`src/common/fetch_cfg.svh`:
```
`ifndef FETCH_CFG_SVH
`define FETCH_CFG_SVH

// cache geometry, direct mapped
`define FETCH_LINE_WORDS 4
`define FETCH_LINES      16

// field widths of a word address, must match the geometry above
`define FETCH_OFF_BITS 2
`define FETCH_IDX_BITS 4
`define FETCH_TAG_BITS 24

// addi x0, x0, 0
`define FETCH_NOP 32'h0000_0013

`define FETCH_RESET_PC 32'h0000_0000

`endif

```
`src/common/fetch_pkg.sv`:
```
`include "fetch_cfg.svh"

package fetch_pkg;

    // byte address as seen by the pipeline
    typedef logic [31:0] pc_t;

    // pc without the two byte-select bits
    typedef logic [29:0] word_addr_t;

    typedef logic [31:0] instr_t;

    // word address = {tag, index, offset}
    typedef logic [`FETCH_IDX_BITS-1:0] line_idx_t;
    typedef logic [`FETCH_OFF_BITS-1:0] word_off_t;
    typedef logic [`FETCH_TAG_BITS-1:0] tag_t;

    // refill master states
    typedef enum logic [1:0] {
        refill_idle, // waiting for a miss
        refill_bus,  // wishbone cycle open
        refill_done  // last word handed over, line closes
    } refill_state_t;

endpackage

```
`src/icache/wb_refill.sv`:
```
`include "fetch_cfg.svh"

module wb_refill
    import fetch_pkg::*;
(
    input  logic       clk,
    input  logic       rst_n,
    input  logic       refill_start,
    input  word_addr_t refill_base,
    output logic       refill_we,
    output word_off_t  refill_off,
    output instr_t     refill_data,
    output logic       refill_end,
    output logic       wb_cyc,
    output logic       wb_stb,
    output word_addr_t wb_adr,
    input  instr_t     wb_dat_i,
    input  logic       wb_ack
);

    refill_state_t state_r;
    refill_state_t state_next;

    tag_t      tag_r;
    line_idx_t idx_r;
    word_off_t off_r;       // word currently on the bus
    logic      start_go;
    logic      word_taken;
    logic      last_word;

    logic      we_r;
    word_off_t wr_off_r;
    instr_t    wr_data_r;

    assign start_go   = (state_r == refill_idle) && refill_start;
    assign word_taken = (state_r == refill_bus) && wb_ack;
    assign last_word  = (off_r == word_off_t'(`FETCH_LINE_WORDS - 1));

    // cyc and stb rise and fall together, address stays put until ack
    assign wb_cyc = (state_r == refill_bus);
    assign wb_stb = (state_r == refill_bus);
    assign wb_adr = {tag_r, idx_r, off_r};

    assign refill_we   = we_r;
    assign refill_off  = wr_off_r;
    assign refill_data = wr_data_r;
    assign refill_end  = (state_r == refill_done); // lines up with the last word write

    always_comb begin
        state_next = state_r;
        case (state_r)
            refill_idle: begin
                if (refill_start) begin
                    state_next = refill_bus;
                end
            end
            refill_bus: begin
                if (wb_ack && last_word) begin
                    state_next = refill_done;
                end
            end
            refill_done: state_next = refill_idle;
            default:     state_next = refill_idle;
        endcase
    end

    always_ff @(posedge clk) begin
        if (!rst_n) begin
            state_r <= refill_idle;
            off_r   <= '0;
            we_r    <= 1'b0;
        end else begin
            state_r <= state_next;
            we_r    <= word_taken;
            if (start_go) begin
                off_r <= '0;
            end else if (word_taken) begin
                off_r <= off_r + 1'b1;    // wraps to 0 after the last word
            end
        end
    end

    // line address and the word handed to the cache
    always_ff @(posedge clk) begin
        if (start_go) begin
            tag_r <= tag_t'(refill_base >> (`FETCH_IDX_BITS + `FETCH_OFF_BITS));
            idx_r <= line_idx_t'(refill_base >> `FETCH_OFF_BITS);
        end
        if (word_taken) begin
            wr_off_r  <= off_r;
            wr_data_r <= wb_dat_i;
        end
    end

endmodule

```
`src/icache/icache.sv`:
```
`include "fetch_cfg.svh"

module icache
    import fetch_pkg::*;
(
    input  logic       clk,
    input  logic       rst_n,
    input  word_addr_t i_addr,
    output instr_t     i_instr,
    output logic       memory_stall,
    output logic       refill_start,
    output word_addr_t refill_base,
    input  logic       refill_we,
    input  word_off_t  refill_off,
    input  instr_t     refill_data,
    input  logic       refill_end
);

    // storage
    tag_t                    tag_mem  [`FETCH_LINES];
    instr_t                  data_mem [`FETCH_LINES][`FETCH_LINE_WORDS];
    logic [`FETCH_LINES-1:0] valid_r;

    // lookup fields
    tag_t      req_tag;
    line_idx_t req_idx;
    word_off_t req_off;
    logic      hit;
    logic      miss_go;

    // refill bookkeeping
    logic      refill_pending;
    logic      refill_start_r;
    tag_t      miss_tag_r;
    line_idx_t miss_idx_r;

    assign {req_tag, req_idx, req_off} = i_addr;

    // hit is answered in the same cycle
    assign hit     = valid_r[req_idx] && (tag_mem[req_idx] == req_tag);
    assign i_instr = data_mem[req_idx][req_off];

    assign memory_stall = !hit;

    // first cycle of a miss that has no request out yet
    assign miss_go = !hit && !refill_pending;

    assign refill_start = refill_start_r;
    assign refill_base  = {miss_tag_r, miss_idx_r, word_off_t'(0)}; // line start

    // request tracking, one refill per miss
    always_ff @(posedge clk) begin
        if (!rst_n) begin
            refill_pending <= 1'b0;
            refill_start_r <= 1'b0;
        end else begin
            refill_start_r <= 1'b0;
            if (miss_go) begin
                refill_pending <= 1'b1;
                refill_start_r <= 1'b1;   // one-cycle pulse
            end else if (refill_end) begin
                refill_pending <= 1'b0;
            end
        end
    end

    // line being refilled, held until refill_end
    always_ff @(posedge clk) begin
        if (miss_go) begin
            miss_tag_r <= req_tag;
            miss_idx_r <= req_idx;
        end
    end

    // incoming words go straight into the data array
    always_ff @(posedge clk) begin
        if (refill_we) begin
            data_mem[miss_idx_r][refill_off] <= refill_data;
        end
    end

    // tag written once the whole line is in
    always_ff @(posedge clk) begin
        if (refill_end) begin
            tag_mem[miss_idx_r] <= miss_tag_r;
        end
    end

    // valid bits
    always_ff @(posedge clk) begin
        if (!rst_n) begin
            valid_r <= '0;
        end else if (miss_go) begin
            valid_r[req_idx] <= 1'b0;     // old line in this slot is being replaced
        end else if (refill_end) begin
            valid_r[miss_idx_r] <= 1'b1;
        end
    end

endmodule

```
`src/instruction_fetch/instruction_fetch.sv`:
```
`include "fetch_cfg.svh"

module instruction_fetch
    import fetch_pkg::*;
(
    input  logic       clk,
    input  logic       rst_n,
    input  logic       memory_stall,
    input  logic       pc_hold,
    input  logic       if_flush,
    input  logic       pc_src,
    input  pc_t        branch_target,
    input  instr_t     if_dwrite,
    input  instr_t     i_instr,
    output word_addr_t i_addr,
    output pc_t        if_id_pc,
    output instr_t     if_id_instr
);

    pc_t    pc_r;
    pc_t    pc_next;
    pc_t    if_id_pc_r;
    pc_t    if_id_pc_next;
    instr_t if_id_instr_r;
    instr_t if_id_instr_next;

    // always fetching, the cache sees the current pc
    assign i_addr = pc_r[31:2];

    assign if_id_pc    = if_id_pc_r;
    assign if_id_instr = if_id_instr_r;

    // next pc
    always_comb begin
        if (memory_stall || pc_hold) begin
            pc_next = pc_r;            // frozen
        end else if (pc_src) begin
            pc_next = branch_target;   // taken branch
        end else begin
            pc_next = pc_r + 32'd4;
        end
    end

    // if/id pc field
    always_comb begin
        if (memory_stall) begin
            if_id_pc_next = if_id_pc_r;
        end else if (pc_hold) begin
            if_id_pc_next = pc_r - 32'd4; // load-use replay of the older pc
        end else if (if_flush) begin
            if_id_pc_next = 32'd0;
        end else begin
            if_id_pc_next = pc_r;
        end
    end

    // if/id instruction field, same priority as the pc field
    always_comb begin
        if (memory_stall) begin
            if_id_instr_next = if_id_instr_r;
        end else if (pc_hold) begin
            if_id_instr_next = if_dwrite;
        end else if (if_flush) begin
            if_id_instr_next = `FETCH_NOP; // bubble after a taken branch
        end else begin
            if_id_instr_next = i_instr;
        end
    end

    always_ff @(posedge clk) begin
        if (!rst_n) begin
            pc_r          <= `FETCH_RESET_PC;
            if_id_pc_r    <= '0;
            if_id_instr_r <= '0;
        end else begin
            pc_r          <= pc_next;
            if_id_pc_r    <= if_id_pc_next;
            if_id_instr_r <= if_id_instr_next;
        end
    end

endmodule

```
`src/rtl/fetch_top.sv`:
```
`include "fetch_cfg.svh"

module fetch_top
    import fetch_pkg::*;
(
    input  logic       clk,
    input  logic       rst_n,
    input  logic       pc_hold,
    input  logic       if_flush,
    input  logic       pc_src,
    input  pc_t        branch_target,
    input  instr_t     if_dwrite,
    output pc_t        if_id_pc,
    output instr_t     if_id_instr,
    output logic       memory_stall,
    // wishbone classic master, read only so no wb_we
    output logic       wb_cyc,
    output logic       wb_stb,
    output word_addr_t wb_adr,
    input  instr_t     wb_dat_i,
    input  logic       wb_ack
);

    // fetch <-> cache
    word_addr_t i_addr;
    instr_t     i_instr;

    // cache <-> refill master
    logic       refill_start;
    word_addr_t refill_base;
    logic       refill_we;
    word_off_t  refill_off;
    instr_t     refill_data;
    logic       refill_end;

    wb_refill refill_i (
        .clk          (clk),
        .rst_n        (rst_n),
        .refill_start (refill_start),
        .refill_base  (refill_base),
        .refill_we    (refill_we),
        .refill_off   (refill_off),
        .refill_data  (refill_data),
        .refill_end   (refill_end),
        .wb_cyc       (wb_cyc),
        .wb_stb       (wb_stb),
        .wb_adr       (wb_adr),
        .wb_dat_i     (wb_dat_i),
        .wb_ack       (wb_ack)
    );

    icache icache_i (
        .clk          (clk),
        .rst_n        (rst_n),
        .i_addr       (i_addr),
        .i_instr      (i_instr),
        .memory_stall (memory_stall),
        .refill_start (refill_start),
        .refill_base  (refill_base),
        .refill_we    (refill_we),
        .refill_off   (refill_off),
        .refill_data  (refill_data),
        .refill_end   (refill_end)
    );

    instruction_fetch fetch_i (
        .clk           (clk),
        .rst_n         (rst_n),
        .memory_stall  (memory_stall),
        .pc_hold       (pc_hold),
        .if_flush      (if_flush),
        .pc_src        (pc_src),
        .branch_target (branch_target),
        .if_dwrite     (if_dwrite),
        .i_instr       (i_instr),
        .i_addr        (i_addr),
        .if_id_pc      (if_id_pc),
        .if_id_instr   (if_id_instr)
    );

endmodule

```
`config.mk`:
```
export PLATFORM = sky130hd
export DESIGN_NAME = fetch_top
export DESIGN_NICKNAME = d
export VERILOG_FILES = /design/src/common/fetch_pkg.sv /design/src/icache/wb_refill.sv /design/src/icache/icache.sv /design/src/instruction_fetch/instruction_fetch.sv /design/src/rtl/fetch_top.sv
export VERILOG_INCLUDE_DIRS = /design/src /design/src/common
export SDC_FILE = /design/constraint.sdc
export NUM_CORES = 2
export LEC_CHECK = 0
export CORE_ASPECT_RATIO = 2
export CORE_UTILIZATION = 63
export DETAILED_ROUTE_END_ITERATION = 12
export DONT_BUFFER_PORTS = 1
export GPL_ROUTABILITY_DRIVEN = 0
export PLACE_DENSITY = 0.79
export SETUP_SLACK_MARGIN = 0.02
export SYNTH_ARGS = -nofsm -noshare
export SYNTH_HDL_FRONTEND = slang
export SYNTH_SLANG_ARGS = --single-unit
```
`constraint.sdc`:
```
create_clock -name clk -period 5.5 [get_ports clk]
set_input_delay 1.1 -clock clk [delete_from_list [all_inputs] [get_ports clk]]
set_output_delay 1.1 -clock clk [all_outputs]
set_load 0.03 [all_outputs]
```
# == Yosys cells after proc, flatten, opt, wreduce, memory -nomap -nowiden ==
# Memories as Yosys holds them, arrays and structs flattened. A register that Yosys moved wholly into a read port is not among the register bits.
# Cells that the tools add are included.
# totals
mem_count,2
in_bits,102
mem_bits_rw,2432
ff_bits,209
# memory_table
name,words,word_bits,read_ports,rd_ports_with_merged_regs,wr,line_no,text
icache_i.data_mem,16,128,1,1,1,icache.sv:21,instr_t data_mem [`FETCH_LINES][`FETCH_LINE_WORDS];
icache_i.tag_mem,16,24,1,1,1,icache.sv:20,tag_t tag_mem [`FETCH_LINES];
# classes
n_lt_le_gt_ge,7
muxes,32
n_addsub,3
eq_ne,6
n_reduce_logical,15
n_bitwise,6
# ops
operator,n
32-bit two-way mux,8
128-bit two-way mux,1
32-bit binary-select mux with 2-bit select,1
32-bit demux with 2-bit select,1
"32-bit by 3-bit adder with 32-bit output, second input constant",1
16-bit two-way mux,2
"32-bit by 3-bit subtractor with 32-bit output, second input constant",1
24-bit == test,1
16-bit AND,1
4-bit two-way mux,4
16-bit inverter,1
16-bit bitwise OR,1
"4-bit by 5-bit < comparator with 1-bit output, second input constant",2
1-bit two-way mux,9
1-bit demux with 4-bit select,2
"4-bit by 1-bit >= comparator with 1-bit output, second input constant",2
1-bit logical AND,8
"3-bit >= comparator, second input constant",2
2-bit inverter with 3-bit output,2
1-bit binary-select mux with 4-bit select,1
"2-bit == test, second input constant",2
2-bit two-way mux,2
"2-bit by 1-bit inequality test with 1-bit output, second input constant",2
2-bit case mux with 2 select lines,1
10 further kinds,11

# == Longest topological paths before layout ==
# depth
ltp_word,7
mapped_depth,16
mapped_depth_nobuf,11

# == Hierarchy ==
# Synthesis repeated with hierarchy kept, for this count alone.
# unflattened
cells_unflattened,4701
hier_area_um2,102689.7
# by_module_without_submodules
mod,cells_per_inst,area_per_inst_um2,instances
icache,3913,95172.5,1
instruction_fetch,703,5425.2,1
wb_refill,85,2092.0,1

# == Worst setup path before layout ==
# OpenSTA, ideal clock, no wires.
# synth_path
path_type,register to register
from,register with a tool-made name
to,"register icache_i.miss_idx_r[0], enable pin"
arrival_time_ps,3673
stages_incl_launch_ff,14
required_time_ps,5086
n_path_buf,5
path_slack_ps,1413
setup_time_ps,414
path_cell_list,dfxtp_1 buf_4 buf_6 buf_4 mux4_2 a22oi_1 nand2_1 xnor2_1 nand2_1 nor4b_1 and4_1 buf_2 buf_2 nor2_1
# synth_rtl
item,line_no,text
"end signal, assigned",icache.sv:71,miss_idx_r <= req_idx;
"end, declared",icache.sv:35,line_idx_t miss_idx_r;

==> results.md <==
- NumNets Final: 4863
- Setup violations, final: 0
- Core ar.: 161000 µm²
- Cells after synthesis: 4616
- Inst Count DP: 6632
- Most used cell, CP: buf_12
- Fmax: 0.184 GHz
- Worst Path Arrival: around 4.3 ns
- Port bufs: 0
- Fillers: 8584
- Vias in the first global route: 54.6k
- Crit path max-delay family: simple AND/OR/NAND/NOR gates
- Register bit total from synthesis: 2645
- Post-route setup TNS: 0 ns
- Clk pwr share: 42.2%
- Post-layout instance count excluding filler cells: 7048
- Buffers and inverters on the worst path: 4
- Flop2flop setup slack: 0.91 ns
- Top FF cell, synth: edfxtp_1
- Post-synth top area share: 74.1%
- Design Power: 38.5 mW
- Die X: roughly 290 µm
- Failing checks: capacitance limit
- Slowest cell on the critical path: a221oi_2
- RR Endpoint: fetch_i.pc_r[18]$_SDFFE_PN0N_
- Worst IR Drop VDD: about 0.28 mV
- Row count: around 210
- HPWL after detailed placement: 168000 µm
- Synth cell types: between 60 and 70
- Setup crit end kind: output port
- Vias: 53.7k
- Sw frac: 19.8%
- Yosys warnings: 0
- Post-synth ARST share: 0%
- Reg2reg path depth: 13
- Sequential power share: 57.0%
- Via density: between 7 and 8
- IO Pins: 199
- Place WS: 0.776 ns
- Register area: 78200 µm²
- Worst-case clock buffer depth: 4
- Slew @ Worst Pin: 1.48 ns
- Drt pass-1 iters: 6
- Wire per inst: between 40 and 50 µm
- Global route overflow: 0
- Pleak: 33.8 nW
- Required @ worst endpoint: 4.40 ns
- Most numerous cell in the Yosys netlist: edfxtp_1
- Layout Skew: 0.0329 ns
- Area of the multi-input gates: 23200 µm²
- Stages on worst setup path: 11
- Fin crit period: around 5.4 ns
- Net Sw Power: 7.63 mW
- RSZ-0062 raised after global routing: false
- Clock tree sinks: 2645
- Status: finished, violations left
- Hold WC Path Type: primary input to flip-flop
- Routed Antenna Nets: 0
- Register area share after synthesis: between 70% and 80%
- Crit path to: memory_stall
- Wirelength, routed: 312000 µm
- Ratio of cells with drive above 1 in the final layout: 28.7%
- Vert. Die Dim: 572 µm
- Worst-path cell chain: buf_12, buf_12, mux4_2, a22o_1, a221oi_2, xor2_1, nand3_1, nor4b_1, and4_4, inv_1, buf_4
- Hold_ws: 0.348 ns
- Fin. max-slew vios: 0
- Skew-Pair Late Insertion Delay: 0.86 ns
- Pwr per Cell Area: 340 nW/µm²
- Dominant cell type by area after synthesis: edfxtp_1
- Slew HR: 0.870%
- First-pass GRT wire length: 428000 µm
- Max-cap violations: 1
- Initial antenna violation count: 27
- Internal: between 30 and 40 mW
- H-tree levels: 4
- Clock tree from TritonCTS: done
- Die area: 164000 µm²
- CTS buffer count: 216
- Starting Density: 63.5%
- Maximum number of pins on one net before global-route repair: approximately 170
- Post-synth EDFFs: 2522
- Max incr delay on CP: 0.59 ns
- Total track usage: 38.8%
- Syn_area_per_cell: 22.1 µm²
- Comb power frac: 0.7%
- Post-Syn Nets: 4721
- Synth top area cells: edfxtp_1, mux4_2, dfxtp_1
- Post-CTS Hold Buffers: 0
- Crit path kind: flip-flop to output port
- Clk slew on worst S/H paths: around 0.07 ns
- Area grow syn2layout: 10.8%
- Final worst path period share: about 99%
- Final Hold Vio Count: 0
- Crit Path Max Fanout: 7
- CP startpoint kind: flip-flop
- CTS root buf: clkbuf_16
- Final setup margin: ~0.066 ns
- Post-synth top cells: edfxtp_1, mux4_2, nand2_1
- Post-route DRC: 0
- Mapped cell area: 102000 µm²
- First DRT Iteration DRCs: 8229
==> cells by family after synthesis <==
| group | synth area share (%) |
|---|---|
| AOI/OAI and AO/OA | 2.02 |
| adders and majority gates | 0.0367 |
| buffers and inverters | 1.32 |
| xor gates and xnor gates | 0.266 |
| muxes | 17.6 |
| DFF | 76.5 |
| and+or+nand+nor | 2.25 |
==> cells in the final DEF (no fill, tap or decap), types with 23 or more instances in the layout <==
cell | Yosys | layout
nor3_1 | 37 | 37
edfxtp_1 | 2522 | 2522
nor2_4 | 0 | 65
mux4_2 | 763 | 763
clkinv_1 | 0 | 28
nand3_1 | 34 | 33
a21oi_1 | 84 | 84
clkbuf_1 | 146 | 40
clkinv_2 | 0 | 36
mux2i_1 | 64 | 62
nand2_1 | 181 | 181
buf_4 | 13 | 192
a22o_1 | 37 | 37
clkbuf_16 | 0 | 221
nor4_1 | 23 | 23
bufinv_16 | 0 | 31
dfxtp_1 | 123 | 118
nor2_1 | 136 | 54
==> power by group through the flow <==
stage / clock network (mW) / logic [mW] / registers [mW]
5_1_grt: 16.9 / 0.289 / 22.0
2_1_floorplan: 0 / 0.114 / 22.4
3_5_place_dp: 0 / 0.266 / 22.4
3_3_place_gp: 0 / 0.252 / 22.4
6_report: 16.3 / 0.282 / 22.0
4_1_cts: 16.3 / 0.270 / 22.0
==> area by class of cell <==
cell class / count / area share, %
Antenna cell: 17 / 0.0376
Tap cell: 2100 / 2.32
Clock buffer: 267 / 5.09
Multi-Input combinational cell: 1673 / 20.5
Inverter: 10 / 0.0343
Timing Repair Buffer: 212 / 1.63
Clock inverter: 124 / 1.29
Sequential cell: 2645 / 69.1
==> metrics by stage <==
step	cell area (µm²)	util, %
after floorplan	102000	-
after global placement	106000	65.8
after detailed placement	106000	65.8
after CTS	113000	70.3
after global routing	113000	70.4
final	113000	70.4
==> layer usage <==
layer	track usage, %	wire [µm]
met5	0	274
met4	33.2	32600
met3	10.7	39200
met2	62.5	153000
met1	42.4	87800
==> flip-flops by register name, indices dropped and copies added, names as in the netlist, named ones only <==
name                     count
fetch_i.if_id_pc            32
refill_i.refill_we           1
refill_i.tag_r              24
fetch_i.if_id_instr         32
refill_i.state_r             2
icache_i.data_mem         2048
icache_i.tag_mem           384
icache_i.refill_start        1
refill_i.idx_r               4
icache_i.refill_pending      1
icache_i.miss_idx_r          4
icache_i.miss_tag_r         24
icache_i.valid_r            16
refill_i.off_r               2
refill_i.refill_data        32
refill_i.refill_off          2
fetch_i.pc_r                32
==> what timing repair did <==
item | in CTS | in global routing
buffers inserted | 7 | 1
resized for setup | 0 | 4
setup endpoints to repair | 1 | 1
pin swaps | 0 | 0
endpoints found under the hold margin | 0 | 0
cloned | 0 | 0
==> worst min-delay path by stage <==
stage	startpoint	end	slack (ns)	depth (start not counted)
5_1_grt	wb_dat_i[24]	refill_i.refill_data[24]$_DFFE_PP_	0.34	0
6_report	wb_dat_i[1]	refill_i.refill_data[1]$_DFFE_PP_	0.35	0
3_5_place_dp	icache_i.valid_r[5]$_SDFFE_PN0P_	icache_i.valid_r[5]$_SDFFE_PN0P_	0.47	2
2_1_floorplan	fetch_i.pc_r[18]$_SDFFE_PN0N_	icache_i.miss_tag_r[10]$_DFFE_PP_	0.41	0
4_1_cts	wb_dat_i[15]	refill_i.refill_data[15]$_DFFE_PP_	0.31	0
3_3_place_gp	icache_i.valid_r[10]$_SDFFE_PN0P_	icache_i.valid_r[10]$_SDFFE_PN0P_	0.45	2
Note: power is estimated with default switching activity, not from simulation.
